`src/source/gfx_settings.svh`:
```
// Memory size, register offsets, display size and scan timing of the graphics subsystem.
`ifndef GFX_SETTINGS_SVH
`define GFX_SETTINGS_SVH

// Shared memory size in bytes. The register block starts right above it.
`define GFX_MEM_BYTES 4096

// Register offsets relative to GFX_MEM_BYTES.
`define GFX_REG_IMG_ADDR     32'h0000_0000
`define GFX_REG_SRC_X        32'h0000_0004
`define GFX_REG_SRC_Y        32'h0000_0008
`define GFX_REG_IMG_WIDTH    32'h0000_000C
`define GFX_REG_WIDTH        32'h0000_0010
`define GFX_REG_HEIGHT       32'h0000_0014
`define GFX_REG_DEST_X       32'h0000_0018
`define GFX_REG_DEST_Y       32'h0000_001C
`define GFX_REG_DRAW         32'h0000_0020
`define GFX_REG_CLEAR_COLOR  32'h0000_0024
`define GFX_REG_CLEAR        32'h0000_0028
`define GFX_REG_BUSY         32'h0000_002C
`define GFX_REG_SWAP         32'h0000_0100
`define GFX_REG_VSYNC        32'h0000_0108
`define GFX_REG_VSYNC_SYNCED 32'h0000_010C

// Display area and scan totals.
`define GFX_FB_WIDTH    32
`define GFX_FB_HEIGHT   24
`define GFX_H_TOTAL     40
`define GFX_V_TOTAL     28
`define GFX_VSYNC_LINES 2

`endif

```
`src/source/gfx_pkg.sv`:
```
// Pixel, coordinate, size and draw-command types of the graphics subsystem.
`include "gfx_settings.svh"

package gfx_pkg;

	// RGB565 pixel.
	typedef logic [15:0] pixel_t;

	typedef logic [$clog2(`GFX_FB_WIDTH)-1:0] fb_x_t;
	typedef logic [$clog2(`GFX_FB_HEIGHT)-1:0] fb_y_t;

	// A size must reach the full display width, so it is one bit wider than a coordinate.
	typedef logic [$clog2(`GFX_FB_WIDTH):0] fb_size_t;

	typedef struct packed {
		logic [31:0] img_addr;
		logic [15:0] src_x;
		logic [15:0] src_y;
		logic [15:0] img_width;
		fb_size_t    width;
		fb_size_t    height;
		fb_x_t       dest_x;
		fb_y_t       dest_y;
		pixel_t      clear_color;
	} draw_cmd_t;

endpackage

```
`src/source/gfx_interfaces.sv`:
```
// Interfaces gpu_mem_if, ram_port_if and fb_write_if with their modports.

// GPU halfword read port. Data comes back exactly one cycle after read.
interface gpu_mem_if;
	import gfx_pkg::*;
	logic        read;
	logic [31:0] addr;
	logic        valid;
	pixel_t      data;

	modport initiator (output read, output addr, input valid, input data);
	modport target (input read, input addr, output valid, output data);
endinterface


// Single cycle pixel write into the back buffer.
interface fb_write_if;
	import gfx_pkg::*;
	logic   write;
	fb_x_t  x;
	fb_y_t  y;
	pixel_t color;

	modport initiator (output write, output x, output y, output color);
	modport target (input write, input x, input y, input color);
endinterface

```
`src/source/gpu_blitter.sv`:
```
// Rectangle copy and clear engine that writes pixels into the back buffer.
`include "gfx_settings.svh"

module gpu_blitter (
	input  logic               hdmi_pixClk,
	input  logic               reset,
	input  gfx_pkg::draw_cmd_t draw_cmd,
	input  logic               draw_start,
	input  logic               clear_start,
	output logic               busy,
	gpu_mem_if.initiator       mem,
	fb_write_if.initiator      fb
);

	import gfx_pkg::*;

	typedef enum logic [1:0] {S_IDLE, S_READ, S_WRITE, S_CLEAR} state_t;

	localparam logic [7:0] FB_W = 8'(`GFX_FB_WIDTH);
	localparam logic [7:0] FB_H = 8'(`GFX_FB_HEIGHT);

	state_t      state;
	draw_cmd_t   cmd;
	fb_size_t    col;
	fb_size_t    row;
	logic        last_col;
	logic        last_row;
	logic        step;
	logic [7:0]  pix_x;
	logic [7:0]  pix_y;
	logic        on_screen;
	logic [31:0] src_row;
	logic [31:0] src_col;

	assign busy = state != S_IDLE;
	assign last_col = col == cmd.width - 1'b1;
	assign last_row = row == cmd.height - 1'b1;

	// One pixel is done per write cycle of a draw, or per cycle of a clear.
	assign step = (state == S_WRITE && mem.valid) || state == S_CLEAR;

	assign src_row = 32'(cmd.src_y) + 32'(row);
	assign src_col = 32'(cmd.src_x) + 32'(col);
	assign mem.read = state == S_READ;
	assign mem.addr = cmd.img_addr + ((src_row * 32'(cmd.img_width) + src_col) << 1);

	assign pix_x = 8'(cmd.dest_x) + 8'(col);
	assign pix_y = 8'(cmd.dest_y) + 8'(row);
	assign on_screen = pix_x < FB_W && pix_y < FB_H;

	assign fb.write = step && on_screen;
	assign fb.x = fb_x_t'(pix_x);
	assign fb.y = fb_y_t'(pix_y);
	assign fb.color = (state == S_CLEAR) ? cmd.clear_color : mem.data;

	// ********************
	// Sequencing

	always_ff @(posedge hdmi_pixClk) begin
		if (reset) begin
			state <= S_IDLE;
			col <= '0;
			row <= '0;
		end else begin
			case (state)
				S_IDLE: begin
					col <= '0;
					row <= '0;
					if (draw_start && draw_cmd.width != '0 && draw_cmd.height != '0)
						state <= S_READ;
					else if (clear_start)
						state <= S_CLEAR;
				end
				S_READ: state <= S_WRITE;
				S_WRITE: if (mem.valid) state <= (last_col && last_row) ? S_IDLE : S_READ;
				S_CLEAR: if (last_col && last_row) state <= S_IDLE;
				default: state <= S_IDLE;
			endcase
			if (step) begin
				if (last_col) begin
					col <= '0;
					row <= row + 1'b1;
				end else begin
					col <= col + 1'b1;
				end
			end
		end
	end

	// The command is captured at the start so the CPU may set up the next one meanwhile.
	always_ff @(posedge hdmi_pixClk) begin
		if (state == S_IDLE) begin
			cmd <= draw_cmd;
			if (clear_start) begin
				cmd.dest_x <= '0;
				cmd.dest_y <= '0;
				cmd.width <= fb_size_t'(`GFX_FB_WIDTH);
				cmd.height <= fb_size_t'(`GFX_FB_HEIGHT);
			end
		end
	end

	// While running, the walk never leaves the rectangle of the captured command.
	assert property (@(posedge hdmi_pixClk) disable iff (reset)
		busy |-> col < cmd.width && row < cmd.height);

endmodule

```
`src/flat_wrapper.sv`:
```
// flat-port wrapper written by rule: the top's interface ports become plain ports
module gpu_blitter_flat import gfx_pkg::*;
  (hdmi_pixClk, reset, draw_cmd, draw_start, clear_start, busy, mem_read, mem_addr, mem_valid, mem_data, fb_write, fb_x, fb_y, fb_color);
  gpu_mem_if mem_i ();
  fb_write_if fb_i ();
  input  logic hdmi_pixClk;
  input  logic reset;
  input  gfx_pkg::draw_cmd_t draw_cmd;
  input  logic draw_start;
  input  logic clear_start;
  output logic busy;
  output wire logic [$bits(mem_i.read)-1:0] mem_read;
  output wire logic [$bits(mem_i.addr)-1:0] mem_addr;
  input wire logic [$bits(mem_i.valid)-1:0] mem_valid;
  input wire logic [$bits(mem_i.data)-1:0] mem_data;
  output wire logic [$bits(fb_i.write)-1:0] fb_write;
  output wire logic [$bits(fb_i.x)-1:0] fb_x;
  output wire logic [$bits(fb_i.y)-1:0] fb_y;
  output wire logic [$bits(fb_i.color)-1:0] fb_color;
  assign mem_read = mem_i.read;
  assign mem_addr = mem_i.addr;
  assign mem_i.valid = mem_valid;
  assign mem_i.data = mem_data;
  assign fb_write = fb_i.write;
  assign fb_x = fb_i.x;
  assign fb_y = fb_i.y;
  assign fb_color = fb_i.color;
  gpu_blitter u_core (.hdmi_pixClk(hdmi_pixClk), .reset(reset), .draw_cmd(draw_cmd), .draw_start(draw_start), .clear_start(clear_start), .busy(busy), .mem(mem_i), .fb(fb_i));
endmodule
```
`config.mk`:
```
export PLATFORM = sky130hd
export DESIGN_NAME = gpu_blitter_flat
export DESIGN_NICKNAME = d
export VERILOG_FILES = /design/src/source/gfx_pkg.sv /design/src/source/gfx_interfaces.sv /design/src/source/gpu_blitter.sv /design/src/flat_wrapper.sv
export VERILOG_INCLUDE_DIRS = /design/src /design/src/source
export SDC_FILE = /design/constraint.sdc
export NUM_CORES = 1
export LEC_CHECK = 0
export ABC_AREA = 1
export BUFFER_PORTS_ARGS = -buffer_cell sky130_fd_sc_hd__buf_4
export CELL_PAD_IN_SITES_DETAIL_PLACEMENT = 0
export CELL_PAD_IN_SITES_GLOBAL_PLACEMENT = 1
export CORE_MARGIN = 5
export CORE_UTILIZATION = 42
export DETAILED_ROUTE_END_ITERATION = 8
export GPL_TIMING_DRIVEN = 0
export HOLD_SLACK_MARGIN = 0.06
export PLACE_DENSITY = 0.85
export SLEW_MARGIN = 20
export SYNTH_ARGS = -nofsm -noshare
export SYNTH_HDL_FRONTEND = slang
export SYNTH_SLANG_ARGS = --single-unit
```
`constraint.sdc`:
```
create_clock -name hdmi_pixClk -period 9.25 [get_ports hdmi_pixClk]
set_input_delay 1.85 -clock hdmi_pixClk [delete_from_list [all_inputs] [get_ports hdmi_pixClk]]
set_output_delay 1.85 -clock hdmi_pixClk [all_outputs]
set_load 0.01 [all_outputs]
```
==> results of run 1 <==
[metal layers]
layer | up-vias | share of wire (%)
li1 | 7123 | -
met2 | 536 | 49
met3 | 111 | 5.9
met5 | - | 0
met4 | 0 | 3.9
met1 | 7431 | 41
[registers in the layout, indices dropped and copies added, names as in the netlist]
signal	count
u_core.row	6
u_core.cmd	118
u_core.state	2
u_core.col	6
[cell usage in the layout, fill, tap and decap left out, types with 6 or more instances in the layout]
| cell | synthesis | routed |
|---|---|---|
| inv_8 | 0 | 6 |
| a21oi_2 | 0 | 23 |
| xnor2_1 | 34 | 29 |
| o21ai_0 | 40 | 26 |
| buf_4 | 3 | 291 |
| nor2_4 | 1 | 20 |
| nand2_4 | 2 | 25 |
| nand4_1 | 14 | 14 |
| inv_2 | 6 | 36 |
| nand3b_1 | 7 | 7 |
| a21oi_4 | 0 | 15 |
| fa_1 | 229 | 220 |
| nor2_2 | 6 | 21 |
| o21ai_4 | 0 | 7 |
| a21oi_1 | 85 | 47 |
| nor2_1 | 218 | 184 |
| xor2_1 | 52 | 31 |
| fa_2 | 0 | 9 |
| ha_4 | 0 | 39 |
| a21o_1 | 13 | 12 |
| edfxtp_1 | 118 | 118 |
| dfxtp_1 | 14 | 9 |
| clkbuf_1 | 31 | 26 |
| nand2_1 | 400 | 343 |
| o21ai_2 | 2 | 7 |
| nand2_2 | 17 | 48 |
| xor2_4 | 0 | 8 |
| xor2_2 | 1 | 14 |
| inv_1 | 480 | 443 |
| nand3_1 | 90 | 82 |
| buf_6 | 0 | 14 |
| nand3_2 | 3 | 9 |
| clkbuf_16 | 0 | 17 |
| buf_12 | 0 | 10 |
| nor3_1 | 20 | 14 |
| ha_1 | 156 | 112 |
[kinds of logic after synthesis]
logic type	Yosys count
flip-flops	132
XOR/XNOR	88
AND/OR/NAND/NOR	797
AO/OA/AOI/OAI	176
adder cells (fa/ha/maj)	385
buffers and inverters	525
[cells in the mapped netlist, types with 7 or more instances]
cell type    n
fa_1       229
nor2_1     218
o21bai_1     7
ha_1       156
xnor2_1     34
clkbuf_1    31
dfxtp_1     14
o21ai_0     40
nand4_1     14
nand2_2     17
nand3_1     90
a21o_1      13
nor3_1      20
edfxtp_1   118
inv_1      480
nand2_1    400
a21oi_1     85
xor2_1      52
nand3b_1     7
[stage by stage]
step                util [%]  setup slack (ns)  hold slack, ns  cell area (um2)  cells
floorplan                  -          -0.02977          0.4853            17710   2103
global placement       48.43            -2.139          0.5040            19870   2833
detailed placement     48.65            -1.605          0.5406            19950   2837
CTS                    54.86            -1.258          0.5446            22500   2959
global route           56.80            -1.729          0.5618            23300   2977
finish                 56.80            -1.252          0.5414            23300   2977
[final cells by class]
| cell class | count | area (um2) | share of cell area, % |
|---|---|---|---|
| inverters | 489 | 1871 | 8.029 |
| repair buffers | 312 | 2507 | 10.76 |
| flip-flops and latches | 132 | 3842 | 16.49 |
| clock buffers | 17 | 425.4 | 1.826 |
| multi-input cells | 1446 | 13660 | 58.62 |
| well taps | 532 | 665.6 | 2.857 |
| plain buffers | 34 | 165.2 | 0.7089 |
| clock inverters | 15 | 163.9 | 0.7035 |
[path summary, 6_finish.rpt]
kind / from / to / cells past startpoint
setup / recovery: u_core.cmd[57] / mem_addr[31] / 42
hold / removal: u_core.row[5] / u_core.row[5] / 2
setup reg to reg: u_core.cmd[32] / u_core.row[2] / 11
hold reg to reg: u_core.row[5] / u_core.row[5] / 2
[worst max-delay path: cells and delay by family (launching register included)]
kind / cells / cell delay, ns
compound gates: 3 / 0.56
xor+xnor: 1 / 0.24
fa+ha+maj: 9 / 4.06
buf+inv: 7 / 0.65
flops: 1 / 0.43
simple gates: 22 / 2.24
[timing repair]
| action | in CTS | in global routing |
|---|---|---|
| pin swaps | 107 | 68 |
| endpoints found under the setup margin | 24 | 24 |
| hold buffers | 0 | 0 |
| endpoints found under the hold margin | 0 | 0 |
| resized for setup | 276 | 140 |
| cloned | 0 | 0 |
| buffers inserted | 92 | 18 |
==> summary.txt, run 1 <==
Hold path
  – Hold Path Class: reg2reg

Place
  – Number of port buffers: between 150 and 200
  – GP Congestion: just under 1
  – DPL Wire Length: around 42000 um

Synth
  – Post-synth top area share: between 20% and 30%
  – Synth top area cells: fa_1 26%, edfxtp_1 20%, ha_1 11%
  – Synth cell types: 60
  – Syn Nets: roughly 2600
  – Mux cell area share after synthesis: 0%
  – Synth Area in Compound Gates: 5.789%
  – Mapped Area: between 0.015 and 0.02 mm2
  – Area share of xor/xnor cells in the synthesized design: under 10%
  – Largest family of logic cells by synthesized area: adder cells
  – Synthesized flop and latch total: between 100 and 150
  – Yosys warning count: 0
  – Seq/Total Area, Yosys: between 20% and 30%
  – Number of synthesized flops with an enable pin: about 120
  – Synth Flop Type: edfxtp_1
  – Cells after synthesis: 2103
  – Synth Area in Adders: about 37%
  – Synth area leader: fa_1
  – Synth Area in Simple Gates: 19.20%
  – Async SR Flop Fraction: 0%
  – Mean Syn Cell Area: approximately 8.3 um2

Worst setup path
  – R2R setup slack: 7.23 ns
  – Worst-path fanout max: 10
  – Critical Path RT: 7.40 ns
  – Setup crit end kind: primary output
  – Critical path type: reg2out
  – CP arrival: a little under 9 ns
  – Cell mode on critical path: fa_1
  – CP startpoint kind: flop
  – Largest stage delay on the critical path: 0.62 ns
  – Slowest stage cell, crit path: fa_1

CTS
  – Total CTS buffers: 17
  – Worst skew pair latency: 0.48 ns
  – Clock Tree Root: clkbuf_16
  – CTS tree: built
  – Clk pin slew, worst setup/hold paths: 0.06 ns
  – Clk buf depth: 2
  – H-Tree Depth: 4
  – Clock Sinks: ~130

Routing
  – WL/cell: about 18 um
  – DRT iter0 DRCs: 795
  – Routed via count: approximately 15000
  – Final WL: 53490 um
  – Drt via density: 5.106
  – DRC: 0
  – DR pass1 iterations: 6
  – Routed Antenna Nets: 0

Die
  – Die ar.: roughly 0.046 mm2
  – Core area: 0.04102 mm2
  – Die height: roughly 210 um
  – # rows: between 70 and 80
  – Die width: 214.3 um
  – Num ports: 200
  – Initial core utilization: 42.73%

Timing
  – Final setup margin: -1.252 ns
  – Max-slew violations: 0
  – FMAX: about 95 MHz
  – Least-Margin Pin Slew: between 0.7 and 0.8 ns
  – Final Cycle Share: 113.5%
  – Setup TNS: -17.09 ns
  – Clock period minus final worst setup slack: approximately 11 ns
  – RSZ-0062 raised after global routing: true
  – Final setup fails: 20
  – Worst slew margin: about half
  – Worst-case clock skew: between 0.015 and 0.02 ns
  – Final Hold Vio Count: 0

Status
  – Failing checks: negative setup slack
  – Status: finished, violations left

Global routing
  – Grt peak-use layer: met2
  – Initial antenna violation count: 0
  – Met3 GRT Util: under 10%
  – Gr ovfl total: 0
  – M2 GR Usage: about two fifths
  – Vias in the first global route: ~16000
  – Largest net degree at the start of global routing: 30
  – GRT met1 Usage: between 20 and 30%
  – First-pass GRT wire length: roughly 84000 um
  – Total GRT Usage: roughly 23%

Final layout
  – Diodes inserted: 0
  – Fillers: 3568
  – P&R area growth vs syn: 32.91%
  – Share of layout cells above drive strength 1: between 20% and 30%
  – Nets@finish: between 2000 and 3000

Flow run
  – Maxcap violations: 0
Power of run 1 is left out: the tool's default activity adds up to more than one toggle a clock period on the data nets, which glitch-free logic cannot reach.
==> inputs of run 2 (changes only) <==
ABC_AREA = default   (was 1)
CORE_UTILIZATION = 43   (was 42)
PLACE_DENSITY = 0.84   (was 0.85)
==> run 2 against run 1 <==
The run still ends with negative setup slack left. Die area decreased by 6.4%. Via count is 15% lower. Non-clock buffer count is 17 lower. Clock skew shrank 0.011 ns. Critical endpoint unchanged. Largest cell class unchanged.
==> summary.txt, run 2 <==
Final layout
  – Fillers: 3379 (-5.3%)
  – Commonest non-fill, non-tap cell in the layout: inv_1
  – Diodes inserted: 0 (unchanged)
  – Commonest cells after routing, fill and taps aside: 333 x inv_1, 271 x buf_4, 224 x fa_1, 173 x nand2_1, 136 x ha_1
  – Share of layout cells above drive strength 1: 25.66% (-2.8 points)
  – Max FFs per register: 118 (unchanged)
  – Nets@finish: 2549 (-14%)
  – Top Registers: u_core.cmd: 118 flops, u_core.col: 6 flops, u_core.row: 6 flops
  – Biggest register: u_core.cmd
  – P&R area growth vs syn: 27.30%

Timing
  – Final setup fails: 20 (unchanged)
  – Hold slack: 0.5820 ns (+0.04058 ns)
  – Max-slew violations: 0 (unchanged)
  – Final Cycle Share: 124.4% (+11 points)
  – Least-Margin Pin Slew: 0.7954 ns (+0.05461 ns)
  – Clock period minus final worst setup slack: 11.51 ns (+1.006 ns)
  – RSZ-0062 raised after global routing: true
  – Final Hold Vio Count: 0 (unchanged)
  – Final setup margin: -2.258 ns (-1.006 ns)
  – Worst-case clock skew: 0.005128 ns (-0.01131 ns)
  – FMAX: 86.90 MHz (-8.7%)
  – Worst slew margin: 46.41% (-4.2 points)

Synth
  – Mapped Area: 0.01674 mm2 (-4.5%)
  – Synth top area cells: fa_1 27%, edfxtp_1 21%, ha_1 12%
  – Cells after synthesis: 1721 (-18%)
  – Synth cell types: 65 (+8.3%)
  – Async SR Flop Fraction: 0% (unchanged)
  – Number of synthesized flops with an enable pin: 118 (unchanged)
  – Mean Syn Cell Area: 9.725 um2 (+17%)
  – Synth Flop Type: edfxtp_1
  – Synthesized flop and latch total: 132 (unchanged)
  – Most frequent cell after synthesis: inv_1
  – Seq/Total Area, Yosys: 22.85% (+1.0 points)
  – Post-synth top area share: 27.39% (+1.2 points)
  – Synth area leader: fa_1
  – Synth top cells by count: 344 x inv_1, 229 x fa_1, 181 x nand2_1, 156 x ha_1, 118 x edfxtp_1
  – Yosys warning count: 0 (unchanged)
  – Syn Nets: 2245 (-15%)

Die
  – Initial core utilization: 43.41% (+0.68 points)
  – Die height: 207.3 um (-3.3%)
  – Die ar.: 0.04297 mm2 (-6.4%)
  – Num ports: 200 (unchanged)
  – Core area: 0.03856 mm2 (-6.0%)
  – # rows: 72 (-2.7%)
  – Die width: 207.3 um (-3.3%)

Routing
  – Final WL: 46180 um (-14%)
  – WL/cell: 18.07 um (+0.56%)
  – DR pass1 iterations: 7 (+1)
  – Routed Antenna Nets: 0 (unchanged)
  – Routed via count: 12980 (-15%)
  – Drt via density: 5.079 (-0.53%)
  – DRC: 0 (unchanged)
  – DRT iter0 DRCs: 723 (-9.1%)

Flow run
  – Maxcap violations: 0 (unchanged)

Hold path
  – HP Start: u_core.state[0]
  – Hold Path Cell Cnt: 1 (-1)
  – Worst hold endpoint: u_core.state[1]
  – Hold Path Class: reg2reg

CTS
  – CTS tree: built
  – Clk buf depth: 2 (unchanged)
  – Clock Sinks: 132 (unchanged)
  – Clk pin slew, worst setup/hold paths: 0.06 ns (about the same)
  – Clock Tree Root: clkbuf_16
  – Total CTS buffers: 17 (unchanged)
  – H-Tree Depth: 4 (unchanged)
  – Post-cts hold buffer count: 0 (unchanged)
  – Worst skew pair latency: 0.45 ns (-0.03 ns)

Global routing
  – First-pass GRT wire length: 72530 um (-14%)
  – Largest net degree at the start of global routing: 70 (+130%)
  – Initial antenna violation count: 0 (unchanged)
  – Total GRT Usage: 21.44% (-1.5 points)
  – Gr ovfl total: 0 (unchanged)
  – Vias in the first global route: 13730 (-15%)

Place
  – DPL Wire Length: 36450 um (-13%)
  – Number of port buffers: 199 (+0.51%)
  – GP Congestion: 0.9133 (-6.2%)

Worst setup path
  – Largest stage delay on the critical path: 0.53 ns (-0.09 ns)
  – Critical Path RT: 7.40 ns (about the same)
  – Worst Reg2Reg Path Length in Cells: 11 (unchanged)
  – R2r endpoint: u_core.row[5]
  – Cell mode on critical path: fa_1
  – CP arrival: 9.66 ns (+1.01 ns)
  – Setup crit end kind: primary output
  – Worst-path fanout max: 5 (-5)
  – Critical path type: reg2out
  – R2R setup slack: 6.46 ns (-0.77 ns)
  – CP startpoint kind: flop
  – Reg-to-reg startpoint: u_core.cmd[32]
  – Slowest stage cell, crit path: fa_1

Status
  – Failing checks: negative setup slack
  – Status: finished, violations left
## run 2: cell count changes after synthesis, sizes merged, moves of 14 or more
cell / before / now
a21o: 13 / 30
a21oi: 85 / 65
and2: 1 / 115
inv: 487 / 344
mux2: 0 / 17
nand2: 419 / 181
nand3: 93 / 17
nor2: 226 / 67
nor2b: 0 / 38
o21ai: 44 / 30
xnor2: 34 / 67
xor2: 53 / 34
## run 2: worst max-delay path: cells and delay by family (launching register included)
| kind | cells | cell delay [ns] |
|---|---|---|
| flip-flops | 1 | 0.37 |
| AND/OR/NAND/NOR | 8 | 1.04 |
| adder cells (fa/ha/maj) | 10 | 4.00 |
| buffers and inverters | 9 | 0.94 |
| AO/OA/AOI/OAI | 11 | 2.11 |
| XOR/XNOR | 4 | 0.73 |
## run 2: routing by layer
layer	track usage, %	wire length [um]	up-vias
li1	-	-	6076
met1	27.51	18920	6398
met5	0	0	-
met4	7.342	1233	0
met3	5.773	3549	77
met2	35.33	22480	431
## run 2: cells by family after synthesis
logic type	share of synthesized area [%]
adder cells (fa/ha/maj)	39.05
XOR/XNOR	5.442
AND/OR/NAND/NOR	14.78
buffers and inverters	8.724
flip-flops	22.85
AO/OA/AOI/OAI	7.954
multiplexers	1.204
## run 2: repair_timing
action | 4_1_cts | 5_1_grt
setup buffers | 54 | 32
resized for setup | 92 | 108
pin swaps | 59 | 82
endpoints found under the setup margin | 24 | 23
hold endpoints to repair | 0 | 0
## run 2: final cells by class
| class | count | area [um2] | area share [%] |
|---|---|---|---|
| inverters | 344 | 1296 | 6.084 |
| well taps | 518 | 648.1 | 3.042 |
| flip-flops and latches | 132 | 3831 | 17.98 |
| repair buffers | 285 | 2255 | 10.58 |
| plain buffers | 44 | 270.3 | 1.268 |
| clock inverters | 14 | 103.9 | 0.4874 |
| multi-input cells | 1201 | 12470 | 58.54 |
| clock buffers | 18 | 429.2 | 2.014 |
## run 2: how the worst max path moves through the flow
stage                               from  slack (ns)      endpoint
after global routing      u_core.cmd[54]       -2.60  mem_addr[31]
after global placement    u_core.cmd[55]       -2.59  mem_addr[31]
after floorplan            u_core.row[0]       -0.97  mem_addr[31]
after detailed placement  u_core.cmd[55]       -2.64  mem_addr[31]
final                     u_core.cmd[54]       -2.26  mem_addr[31]
after CTS                 u_core.cmd[54]       -2.29  mem_addr[31]
## run 2: per-stage QoR
| step | cell area (um2) | TNS, ns | util (%) | std cells | worst slack, ns |
|---|---|---|---|---|---|
| 2_1_floorplan | 16990 | -7.432 | - | 1721 | -0.9698 |
| 3_3_place_gp | 19130 | -38.57 | 49.61 | 2438 | -2.588 |
| 3_5_place_dp | 19160 | -40.04 | 49.70 | 2439 | -2.636 |
| 4_1_cts | 20610 | -33.56 | 53.46 | 2525 | -2.291 |
| 5_1_grt | 21310 | -37.35 | 55.26 | 2556 | -2.601 |
| 6_report | 21310 | -31.44 | 55.26 | 2556 | -2.258 |
Power of run 2 is left out for the same reason.
