==> src/source/gfx_settings.svh <==
// Memory size, register offsets, display size and scan timing of the graphics subsystem.
`ifndef GFX_SETTINGS_SVH
`define GFX_SETTINGS_SVH

// Shared memory size in bytes. The register block starts right above it.
`define GFX_MEM_BYTES 4096

// Register offsets relative to GFX_MEM_BYTES.
`define GFX_REG_IMG_ADDR     32'h0000_0000
`define GFX_REG_SRC_X        32'h0000_0004
`define GFX_REG_SRC_Y        32'h0000_0008
`define GFX_REG_IMG_WIDTH    32'h0000_000C
`define GFX_REG_WIDTH        32'h0000_0010
`define GFX_REG_HEIGHT       32'h0000_0014
`define GFX_REG_DEST_X       32'h0000_0018
`define GFX_REG_DEST_Y       32'h0000_001C
`define GFX_REG_DRAW         32'h0000_0020
`define GFX_REG_CLEAR_COLOR  32'h0000_0024
`define GFX_REG_CLEAR        32'h0000_0028
`define GFX_REG_BUSY         32'h0000_002C
`define GFX_REG_SWAP         32'h0000_0100
`define GFX_REG_VSYNC        32'h0000_0108
`define GFX_REG_VSYNC_SYNCED 32'h0000_010C

// Display area and scan totals.
`define GFX_FB_WIDTH    32
`define GFX_FB_HEIGHT   24
`define GFX_H_TOTAL     40
`define GFX_V_TOTAL     28
`define GFX_VSYNC_LINES 2

`endif

==> src/source/gfx_pkg.sv <==
// Pixel, coordinate, size and draw-command types of the graphics subsystem.
`include "gfx_settings.svh"

package gfx_pkg;

	// RGB565 pixel.
	typedef logic [15:0] pixel_t;

	typedef logic [$clog2(`GFX_FB_WIDTH)-1:0] fb_x_t;
	typedef logic [$clog2(`GFX_FB_HEIGHT)-1:0] fb_y_t;

	// A size must reach the full display width, so it is one bit wider than a coordinate.
	typedef logic [$clog2(`GFX_FB_WIDTH):0] fb_size_t;

	typedef struct packed {
		logic [31:0] img_addr;
		logic [15:0] src_x;
		logic [15:0] src_y;
		logic [15:0] img_width;
		fb_size_t    width;
		fb_size_t    height;
		fb_x_t       dest_x;
		fb_y_t       dest_y;
		pixel_t      clear_color;
	} draw_cmd_t;

endpackage

==> src/source/gfx_interfaces.sv <==


// CPU side memory port. A zero strobe is a read.
interface ram_port_if;
	logic        req;
	logic [3:0]  strb;
	logic [31:0] addr;
	logic [31:0] wdata;
	logic        ack;
	logic [31:0] rdata;

	modport initiator (output req, output strb, output addr, output wdata,
		input ack, input rdata);
	modport target (input req, input strb, input addr, input wdata,
		output ack, output rdata);
endinterface


==> src/source/mmio_regs.sv <==
// CPU bus front end with address decode, ready generation and the GPU control registers.
`include "gfx_settings.svh"

module mmio_regs (
	input  logic              hdmi_pixClk,
	input  logic              reset,
	input  logic              mem_valid,
	input  logic [31:0]       mem_addr,
	input  logic [31:0]       mem_wdata,
	input  logic [3:0]        mem_wstrb,
	output logic              mem_ready,
	output logic [31:0]       mem_rdata,
	ram_port_if.initiator     ram,
	output gfx_pkg::draw_cmd_t draw_cmd,
	output logic              draw_start,
	output logic              clear_start,
	output logic              swap_req,
	output logic              vsync_synced,
	input  logic              busy,
	input  logic              vsync
);

	import gfx_pkg::*;

	localparam logic [31:0] REG_BASE = `GFX_MEM_BYTES;
	localparam pixel_t CLEAR_COLOR_INIT = 16'hD8B7;

	logic        in_mem;
	logic [31:0] reg_off;
	logic        reg_access;
	logic        full_write;
	logic        read_access;

	assign in_mem = mem_addr < REG_BASE;
	assign reg_off = mem_addr - REG_BASE;
	assign full_write = &mem_wstrb;
	assign read_access = mem_wstrb == 4'b0000;

	// Ready is a single pulse, so a request still held in the ready cycle is not taken twice.
	assign reg_access = mem_valid && !in_mem && !mem_ready;

	assign ram.req = mem_valid && in_mem && !mem_ready;
	assign ram.strb = mem_wstrb;
	assign ram.addr = mem_addr;
	assign ram.wdata = mem_wdata;

	always_ff @(posedge hdmi_pixClk) begin
		if (reset) begin
			mem_ready <= 1'b0;
			draw_start <= 1'b0;
			clear_start <= 1'b0;
			swap_req <= 1'b0;
			vsync_synced <= 1'b1;
			draw_cmd.clear_color <= CLEAR_COLOR_INIT;
		end else begin
			mem_ready <= 1'b0;
			draw_start <= 1'b0;
			clear_start <= 1'b0;
			swap_req <= 1'b0;
			if (ram.ack) begin
				mem_ready <= 1'b1;
				mem_rdata <= ram.rdata;
			end else if (reg_access) begin
				mem_ready <= 1'b1;
				if (read_access) begin
					case (reg_off)
						`GFX_REG_BUSY:  mem_rdata <= {31'b0, busy};
						`GFX_REG_VSYNC: mem_rdata <= {31'b0, vsync};
						default:        mem_rdata <= 32'b0;
					endcase
				end else if (full_write) begin
					case (reg_off)
						`GFX_REG_IMG_ADDR:     draw_cmd.img_addr <= mem_wdata;
						`GFX_REG_SRC_X:        draw_cmd.src_x <= mem_wdata[15:0];
						`GFX_REG_SRC_Y:        draw_cmd.src_y <= mem_wdata[15:0];
						`GFX_REG_IMG_WIDTH:    draw_cmd.img_width <= mem_wdata[15:0];
						`GFX_REG_WIDTH:        draw_cmd.width <= fb_size_t'(mem_wdata);
						`GFX_REG_HEIGHT:       draw_cmd.height <= fb_size_t'(mem_wdata);
						`GFX_REG_DEST_X:       draw_cmd.dest_x <= fb_x_t'(mem_wdata);
						`GFX_REG_DEST_Y:       draw_cmd.dest_y <= fb_y_t'(mem_wdata);
						`GFX_REG_CLEAR_COLOR:  draw_cmd.clear_color <= mem_wdata[15:0];
						`GFX_REG_DRAW:         draw_start <= !busy;
						`GFX_REG_CLEAR:        clear_start <= !busy;
						`GFX_REG_SWAP:         swap_req <= 1'b1;
						`GFX_REG_VSYNC_SYNCED: vsync_synced <= mem_wdata[0];
						default: ;
					endcase
				end
			end
		end
	end

	// The core holds valid until it sees ready, so ready must never appear on its own.
	assert property (@(posedge hdmi_pixClk) disable iff (reset) mem_ready |-> mem_valid);

endmodule

==> src/flat_wrapper.sv <==
// flat-port wrapper written by rule: the top's interface ports become plain ports
module mmio_regs_flat import gfx_pkg::*;
  (hdmi_pixClk, reset, mem_valid, mem_addr, mem_wdata, mem_wstrb, mem_ready, mem_rdata, draw_cmd, draw_start, clear_start, swap_req, vsync_synced, busy, vsync, ram_req, ram_strb, ram_addr, ram_wdata, ram_ack, ram_rdata);
  ram_port_if ram_i ();
  input  logic hdmi_pixClk;
  input  logic reset;
  input  logic mem_valid;
  input  logic [31:0] mem_addr;
  input  logic [31:0] mem_wdata;
  input  logic [3:0] mem_wstrb;
  output logic mem_ready;
  output logic [31:0] mem_rdata;
  output gfx_pkg::draw_cmd_t draw_cmd;
  output logic draw_start;
  output logic clear_start;
  output logic swap_req;
  output logic vsync_synced;
  input  logic busy;
  input  logic vsync;
  output wire logic [$bits(ram_i.req)-1:0] ram_req;
  output wire logic [$bits(ram_i.strb)-1:0] ram_strb;
  output wire logic [$bits(ram_i.addr)-1:0] ram_addr;
  output wire logic [$bits(ram_i.wdata)-1:0] ram_wdata;
  input wire logic [$bits(ram_i.ack)-1:0] ram_ack;
  input wire logic [$bits(ram_i.rdata)-1:0] ram_rdata;
  assign ram_req = ram_i.req;
  assign ram_strb = ram_i.strb;
  assign ram_addr = ram_i.addr;
  assign ram_wdata = ram_i.wdata;
  assign ram_i.ack = ram_ack;
  assign ram_i.rdata = ram_rdata;
  mmio_regs u_core (.hdmi_pixClk(hdmi_pixClk), .reset(reset), .mem_valid(mem_valid), .mem_addr(mem_addr), .mem_wdata(mem_wdata), .mem_wstrb(mem_wstrb), .mem_ready(mem_ready), .mem_rdata(mem_rdata), .ram(ram_i), .draw_cmd(draw_cmd), .draw_start(draw_start), .clear_start(clear_start), .swap_req(swap_req), .vsync_synced(vsync_synced), .busy(busy), .vsync(vsync));
endmodule
==> config.mk <==
export PLATFORM = sky130hd
export DESIGN_NAME = mmio_regs_flat
export DESIGN_NICKNAME = d
export VERILOG_FILES = /design/src/source/gfx_pkg.sv /design/src/source/gfx_interfaces.sv /design/src/source/mmio_regs.sv /design/src/flat_wrapper.sv
export VERILOG_INCLUDE_DIRS = /design/src /design/src/source
export SDC_FILE = /design/constraint.sdc
export NUM_CORES = 1
export LEC_CHECK = 0
export BUFFER_PORTS_ARGS = -buffer_cell sky130_fd_sc_hd__buf_2
export CORE_AREA = 3 3 128 130
export CTS_BUF_LIST = sky130_fd_sc_hd__clkbuf_4
export CTS_CLUSTER_DIAMETER = 40
export DETAILED_ROUTE_END_ITERATION = 10
export DIE_AREA = 0 0 131 133
export GPL_TIMING_DRIVEN = 0
export PLACE_DENSITY_LB_ADDON = 0.2
export SYNTH_ARGS = -nofsm -noshare
export SYNTH_HDL_FRONTEND = slang
export SYNTH_SLANG_ARGS = --single-unit
==> constraint.sdc <==
create_clock -name hdmi_pixClk -period 5.06 [get_ports hdmi_pixClk]
set_clock_uncertainty 0.2 [all_clocks]
set_input_delay 0 -clock hdmi_pixClk [delete_from_list [all_inputs] [get_ports hdmi_pixClk]]
set_output_delay 0 -clock hdmi_pixClk [all_outputs]
set_load 0.05 [all_outputs]
==> flow_summary.yaml, run 1 <==
run_status:
  status: "completed"
synthesis:
  synth_nets: 493
  syn_area_mm2: 0.00600
  avgSynthCellArea_um2: 15.5
  synth_edf_count: 134
  synth-seq-cells: 155
  ys_seq_area_frac: 0.740
  synth-warning-count: 0
  synth-main-ff-cell: "edfxtp_1"
  syn_inst: 387
  async_flop_share: 0
  ys_types: 40
clocking:
  cts_sinks: 155
  htree_levels: 4
  cts_buffers: 17
  clockRootBuffer: "clkbuf_4"
  cts_resized: 0
  tritoncts: "yes"
  clk_latency_ns: 0.52
  clk_path_buf_depth: 2
  cts.clk_slew.worst_paths_ns: 0.12
sta:
  fmax_mhz: 262
  finalHoldViolations: 0
  period_minus_slack_ns: 3.81
  maxSlewHeadroom: 0.159
  holdWs_ns: 0.0665
  worst_slew_pin_slew_ns: 1.25
  finalSetupViolCount: 0
  finalMaxSlewViolations: 0
  fin_crit_sh: 0.753
  rsz0062_at_grt: "false"
final_layout:
  final_cell_mix: "buf_2 (329), dlygate4sd3_1 (151), edfxtp_1 (134), buf_4 (72), and2_1 (31)"
  syn_to_final_growth_pct: 63.5
  final_common_cell: "buf_2"
  drive_gt1_frac: 0.491
  multiInputGateArea_mm2: 0.00103
  fillerInstances: 1150
  nets: 1000
  finish.instance_area_mm2: 0.00982
  seq_area_mm2: 0.00444
run:
  maxCapViolations: 0
placement:
  dp_hpwl_mm: 13.0
  place_congestion: 0.829
  port_buffers: 329
  placed_cell_area_mm2: 0.00803
pwr:
  p_per_area_mw_per_mm2: 262
  ir_drop_uv: 120
  p_leak_nw: 4.18
  finalPower_mw: 2.57
route:
  drc_errors: 0
  first_iter_violations: 152
  wl_per_cell_um: 17.1
  routed_wl_mm: 19.1
  vias_per_cell: 4.50
  antenna_left: 0
  vias: 5030
  drtPass1Iterations: 5
critical_path:
  cp.required_ns: 5.10
  crit_fanout: 8
  worst_setup_path_end_kind: "flip-flop"
  r2r_setup_slack_ns: 1.96
  crit_type: "input pin to flip-flop"
  startpoint_type: "input pin"
  worstPathArrival_ns: 3.85
floorplanning:
  die_y_um: 133
  pin_count: 330
  coreArea_mm2: 0.0153
  die_w_um: 131
  start_util: 0.394
  rows: 45
  die_area_mm2: 0.0174
min_path:
  hp-class: "input pin to flip-flop"
grt:
  grt_max_degree: 33
  overflow: 0
  grt_pass1_wl_mm: 28.1
  grt_use_total: 0.214
  first_global_vias: 5294
  antenna_found_initial: 1
==> path summary, 6_finish.rpt <==
kind	from	end	cells after the start
setup / recovery	mem_addr[12]	u_core.draw_cmd[75]	11
hold / removal	mem_wdata[8]	u_core.draw_cmd[78]	2
setup reg to reg	u_core.mem_ready	u_core.draw_cmd[75]	7
hold reg to reg	u_core.draw_cmd[8]	u_core.draw_cmd[8]	2
==> flip-flops by register name, indices dropped and copies added, names as in the netlist <==
register and count:
u_core.clear_start 1, u_core.draw_cmd 118, u_core.draw_start 1, u_core.mem_rdata 32, u_core.mem_ready 1, u_core.swap_req 1, u_core.vsync_synced 1
==> layout make-up <==
| class | count | share of cell area |
|---|---|---|
| sequential | 155 | 0.453 |
| timing repair buffer | 488 | 0.330 |
| multi-input combinational | 153 | 0.105 |
| buffer | 77 | 0.0567 |
| tap | 211 | 0.0269 |
| clock buffer | 20 | 0.0153 |
| clock inverter | 10 | 0.0127 |
| inverter | 2 | 0.000765 |
| antenna | 1 | 0.000255 |
==> through the flow <==
| step | setup TNS, ns | setup slack [ns] | utilization | std cells |
|---|---|---|---|---|
| 6_report | 0 | 1.25 | 0.643 | 1117 |
| 5_1_grt | 0 | 1.11 | 0.643 | 1117 |
| 4_1_cts | 0 | 1.31 | 0.643 | 1116 |
| 3_5_place_dp | 0 | 1.27 | 0.526 | 935 |
| 3_3_place_gp | -33.63 | -0.515 | 0.519 | 927 |
| 2_1_floorplan | 0 | 0.929 | - | 387 |
==> power breakdown <==
group / total, mW / switching, mW / internal [mW]
Combinational: 0.420 / 0.247 / 0.173
Sequential: 1.40 / 0.00329 / 1.40
Clock: 0.748 / 0.399 / 0.349
==> cell families (layout without fill, tap and decap cells) <==
kind of cell	Yosys count	after routing	share of synthesized area
flops	155	155	0.740
simple gates	120	120	0.116
buf+inv	79	597	0.0940
mux	17	17	0.0283
compound gates	15	15	0.0198
xor+xnor	1	1	0.00146
other cells	0	1	0
==> metal layers <==
metal,share of wire,vias up,global-route usage,wire [um]
li1,-,2357,-,-
met1,0.37,2380,0.225,6980
met2,0.54,251,0.397,10400
met3,0.063,42,0.0545,1210
met4,0.029,0,0.0869,554
met5,0,-,0,0
==> worst max-delay path: stages <==
cell and delay [ns]:
dlygate4sd3_1 0.56, buf_2 0.15, nor4_1 0.39, or4b_1 0.47, clkbuf_2 0.17, a21oi_1 0.23
o2111ai_1 0.43, nor4_2 0.36, dlygate4sd3_1 0.71, buf_4 0.22, buf_6 0.15
==> synth_stat cells, types with 2 or more instances <==
library cell | n | share of area
a21oi_1 | 2 | 0.0017
and2_1 | 31 | 0.032
and4b_1 | 2 | 0.0033
buf_4 | 68 | 0.085
clkbuf_1 | 7 | 0.0044
dfxtp_1 | 21 | 0.070
edfxtp_1 | 134 | 0.67
inv_1 | 2 | 0.0013
mux2i_1 | 17 | 0.028
nand2_1 | 5 | 0.0031
nand2b_1 | 16 | 0.017
nand3_1 | 2 | 0.0017
nand3b_1 | 2 | 0.0025
nor2_1 | 26 | 0.016
nor2b_1 | 2 | 0.0021
nor3_1 | 9 | 0.0075
nor4_1 | 12 | 0.013
o21ai_0 | 6 | 0.0050
or4_1 | 2 | 0.0025
==> repair_timing <==
item / in CTS / in global routing
endpoints found under the hold margin: 235 / 0
hold buffers: 151 / 0
setup buffers: 0 / 0
Note: power is estimated with default switching activity, not from simulation.
==> inputs of run 2 (changes only) <==
CORE_AREA = 3 3 126 128   (was 3 3 128 130)
DIE_AREA = 0 0 129 131   (was 0 0 131 133)
clock period = 3.8 ns   (was 5.06 ns; I/O delays follow)
==> run 2 against run 1 <==
  * Hold slack better by 0.0055 ns
  * Sequential power grew 34%
  * Register-to-register slack worse by 1.3 ns
  * Critical endpoint is now u_core.draw_cmd[5]
==> flow_summary.yaml, run 2 (synthesis gave the netlist of run 1 again) <==
run_status:
  status: "completed"
sta:
  worst_slew_pin_slew_ns: 1.03
  period_minus_slack_ns: 3.58
  finalSetupViolCount: 0
  rsz0062_at_grt: "false"
  finalMaxSlewViolations: 0
  finalHoldViolations: 0
  maxSlewHeadroom: 0.308
  fin_crit_sh: 0.943
  fin_ws_ns: 0.216
  fmax_mhz: 279
pwr:
  ir_drop_uv: 141
  finalPower_mw: 3.29
  p_per_area_mw_per_mm2: 339
  p_leak_nw: 4.15
critical_path:
  worst_setup_path_end_kind: "flip-flop"
  slowest_stage: "dlygate4sd3_1"
  crit_type: "input pin to flip-flop"
  crit_path_frequent_cell: "dlygate4sd3_1"
  crit_path_start: "mem_addr[21]"
  worstPathArrival_ns: 3.84
  ff2ff_path_depth: 6
  r2r_start: "u_core.mem_ready"
  r2r_setup_slack_ns: 0.70
  cp_cell_sequence: "dlygate4sd3_1, buf_2, nor2_1, dlygate4sd3_1, nand4_1, dlygate4sd3_1, a2111oi_4, buf_8, dlygate4sd3_1, mux2i_1"
  cp.required_ns: 4.05
  max_stage_delay_ns: 0.96
  critPathTopFamily: "buffers and inverters"
  critPathBufInv: 6
  reg2reg_to: "u_core.draw_cmd[71]"
  crit_fanout: 9
  startpoint_type: "input pin"
final_layout:
  final_common_cell: "buf_2"
  post-route-util: 0.648
  seq_area_mm2: 0.00444
  final_cell_mix: "buf_2 (329), dlygate4sd3_1 (146), edfxtp_1 (134), buf_4 (72), and2_1 (31)"
  nets: 994
  syn_to_final_growth_pct: 61.7
  largest_reg_flops: 118
  drive_gt1_frac: 0.493
  multiInputGateArea_mm2: 0.00104
  fillerInstances: 1115
  fin_cells: 1090
  top_register: "u_core.draw_cmd"
  reg_top3: "u_core.draw_cmd x118, u_core.mem_rdata x32"
floorplanning:
  die_w_um: 129
  coreArea_mm2: 0.0150
  start_util: 0.401
  rows: 45
  pin_count: 330
  die_y_um: 131
  die_area_mm2: 0.0169
clocking:
  clk_latency_ns: 0.52
  tritoncts: "yes"
  cts_sinks: 155
  cts_resized: 0
  clk_path_buf_depth: 2
  cts_buffers: 17
  cts.clk_slew.worst_paths_ns: 0.12
  holdBufCountCts: 146
  postCtsSetupBuffers: 0
  htree_levels: 4
  clockRootBuffer: "clkbuf_4"
grt:
  grt_max_degree: 33
  grt_use_total: 0.208
  grt_pass1_wl_mm: 26.4
  first_global_vias: 4998
  antenna_found_initial: 0
  overflow: 0
placement:
  port_buffers: 329
  dp_hpwl_mm: 12.4
  dp_cells: 911
  place_congestion: 0.845
  pre_cts_ws_ns: -0.0276
min_path:
  hold_end: "u_core.draw_cmd[65]"
  hp-start: "mem_wdata[11]"
  hp-class: "input pin to flip-flop"
  hold_depth: 2
run:
  maxCapViolations: 0
route:
  wl_per_cell_um: 16.8
  vias: 4924
  drc_errors: 0
  vias_per_cell: 4.52
  antenna_left: 0
  first_iter_violations: 212
  routed_wl_mm: 18.3
  drtPass1Iterations: 4
-- run 2: cell count changes in the layout (fill, tap and decap cells not counted), sizes merged --
cell,delta
dlygate4sd3,-5
bufinv,-2
inv,-1
clkinvlp,+1
clkbuf,+1
buf,-1
clkinv,+3
-- run 2: how the worst max path moves through the flow --
stage                          endpoint  cells after the start
floorplan           u_core.draw_cmd[38]                      6
global placement    u_core.draw_cmd[55]                      7
detailed placement  u_core.draw_cmd[30]                      7
CTS                  u_core.draw_cmd[4]                     10
global route         u_core.draw_cmd[5]                     10
finish               u_core.draw_cmd[5]                     10
-- run 2: power by group --
part           switching [mW]  internal [mW]
sequential            0.00434           1.86
clock                   0.532          0.341
combinational           0.327          0.227
-- run 2: final cells by class --
cell class | count | share of cell area
antenna | 1 | 0.000258
buffer | 77 | 0.0574
clock buffer | 21 | 0.0162
clock inverter | 11 | 0.00825
inverter | 2 | 0.000773
multi-input combinational | 153 | 0.108
sequential | 155 | 0.458
tap | 188 | 0.0242
timing repair buffer | 482 | 0.327
-- run 2: layer usage --
metal  vias to the layer above  global-route usage  part of all wire
met5                         -                   0                 0
met4                         0              0.0852             0.026
met3                        39              0.0573             0.063
met2                       233               0.394              0.55
met1                      2301               0.217              0.36
li1                       2351                   -                 -
-- run 2: worst register-to-register path: stages (launching register included) --
cell and delay, ns:
dfxtp_1 0.33, nor2b_1 0.21, o211a_1 0.21, o2111ai_1 0.46, nor4_4 0.38, dlygate4sd3_1 0.80, buf_8 0.21
-- run 2: metrics by stage --
step / hold slack [ns] / TNS [ns] / cell area [um^2]
floorplan: -0.101 / -4.09 / 6030
global placement: -0.00835 / -70.89 / 7910
detailed placement: -0.00538 / -0.161 / 8000
CTS: 0.00400 / 0 / 9700
global route: 0.0149 / 0 / 9710
finish: 0.0720 / 0 / 9710
==> inputs of run 3 (changes only) <==
==> constraint.sdc (replaced) <==
create_clock -name hdmi_pixClk -period 3.8 [get_ports hdmi_pixClk]
set_clock_uncertainty 0.2 [all_clocks]
set_input_delay 0.38 -clock hdmi_pixClk [delete_from_list [all_inputs] [get_ports hdmi_pixClk]]
set_output_delay 0.38 -clock hdmi_pixClk [all_outputs]
set_load 0.05 [all_outputs]
==> run 3 against run 2 <==
  * First-iteration DRC count is 12% lower
  * Critical path depth is 1 lower
  * Utilization is 4.4 points lower
  * Maximum frequency is 7.2% higher
  * Clock power is 19% higher
  * Largest power group unchanged
==> flow_summary.yaml, run 3 (synthesis gave the netlist of run 1 again) <==
sta:
  holdWs_ns: 0.0817
  period_minus_slack_ns: 3.34
  fmax_mhz: 299
  rsz0062_at_grt: "false"
  maxSlewHeadroom: 0.0657
  finalSetupViolCount: 0
  finalMaxSlewViolations: 0
  fin_crit_sh: 0.879
  finalHoldViolations: 0
  worst_slew_pin_slew_ns: 1.40
floorplanning:
  die_y_um: 131
  die_area_mm2: 0.0169
  pin_count: 330
  start_util: 0.401
  coreArea_mm2: 0.0150
  die_w_um: 129
  rows: 45
critical_path:
  max_stage_delay_ns: 0.71
  crit_fanout: 8
  cp.required_ns: 3.84
  cp_cell_sequence: "buf_2, or4_4, or4b_1, clkbuf_2, a21oi_2, o2111ai_2, nor4_2, buf_4, buf_4"
  startpoint_type: "input pin"
  worst_setup_path_end_kind: "flip-flop"
  crit_type: "input pin to flip-flop"
  slowest_stage: "nor4_2"
  worstPathArrival_ns: 3.39
  crit_path_frequent_cell: "buf_4"
run:
  maxCapViolations: 0
final_layout:
  final_cell_mix: "buf_2 (329), edfxtp_1 (134), dlygate4sd3_1 (74), buf_4 (72), and2_1 (31)"
  reg_top3: "u_core.draw_cmd x118, u_core.mem_rdata x32"
  top_register: "u_core.draw_cmd"
  drive_gt1_frac: 0.538
  fillerInstances: 1176
  seq_area_mm2: 0.00444
  final_common_cell: "buf_2"
  nets: 922
  multiInputGateArea_mm2: 0.00105
  largest_reg_flops: 118
  syn_to_final_growth_pct: 50.8
clocking:
  tritoncts: "yes"
  cts.clk_slew.worst_paths_ns: 0.14
  htree_levels: 4
  clk_latency_ns: 0.54
  clk_path_buf_depth: 2
  clockRootBuffer: "clkbuf_4"
  cts_sinks: 155
  cts_buffers: 17
route:
  vias: 4713
  drtPass1Iterations: 4
  routed_wl_mm: 17.3
  drc_errors: 0
  vias_per_cell: 4.63
  antenna_left: 0
  wl_per_cell_um: 17.0
  first_iter_violations: 186
placement:
  place_congestion: 0.839
  port_buffers: 329
  dp_hpwl_mm: 12.9
pwr:
  p_leak_nw: 3.79
  p_per_area_mw_per_mm2: 377
  ir_drop_uv: 178
  finalPower_mw: 3.41
grt:
  first_global_vias: 4619
  grt_use_total: 0.195
  grt_max_degree: 33
  overflow: 0
  grt_pass1_wl_mm: 24.6
  antenna_found_initial: 1
min_path:
  hp-class: "input pin to flip-flop"
run_status:
  status: "completed"
-- run 3: layout make-up --
| type | count | area share |
|---|---|---|
| Tap cell | 188 | 0.0260 |
| Inverter | 2 | 0.000829 |
| Buffer | 77 | 0.0615 |
| Clock inverter | 15 | 0.0191 |
| Clock buffer | 17 | 0.0141 |
| Timing Repair Buffer | 410 | 0.272 |
| Multi-Input combinational cell | 153 | 0.116 |
| Antenna cell | 1 | 0.000276 |
| Sequential cell | 155 | 0.491 |
-- run 3: path summary, 6_finish.rpt --
kind	to	depth (start not counted)	slack, ns	start
max	u_core.draw_cmd[55]	9	0.46	mem_addr[17]
min	u_core.swap_req	4	0.08	mem_addr[0]
max reg2reg	u_core.draw_cmd[55]	6	0.96	u_core.mem_ready
min reg2reg	u_core.draw_cmd[3]	2	0.29	u_core.draw_cmd[3]
-- run 3: repair_timing --
action                     in CTS  in global routing
hold buffers                   74                  0
setup endpoints to repair       0                  0
buffers inserted                0                  0
hold endpoints to repair      151                  0
resized for setup               0                  0
-- run 3: critical path, delay by kind of cell --
| kind | cells | cell delay [ns] |
|---|---|---|
| AND/OR/NAND/NOR | 3 | 1.71 |
| buffers and inverters | 4 | 0.77 |
| AO/OA/AOI/OAI | 2 | 0.53 |
-- run 3: per-layer routing --
metal,vias up,track usage,wire (um)
met5,-,0,0
met4,0,0.0859,552
met3,46,0.0573,1180
met2,240,0.362,9280
met1,2210,0.205,6300
li1,2217,-,-
-- run 3: power breakdown --
group,switching (mW),internal (mW)
registers,0.00443,1.86
logic,0.317,0.186
clock network,0.584,0.455
-- run 3: metrics by stage --
stage | area [um^2] | setup TNS (ns) | utilization | setup slack (ns) | instances
4_1_cts | 9050 | 0 | 0.604 | 0.493 | 1017
3_5_place_dp | 8010 | -2.73 | 0.535 | -0.113 | 911
2_1_floorplan | 6040 | -12.65 | - | -0.395 | 387
5_1_grt | 9050 | 0 | 0.605 | 0.361 | 1018
6_report | 9050 | 0 | 0.605 | 0.458 | 1018
3_3_place_gp | 7920 | -98.40 | 0.529 | -2.00 | 904
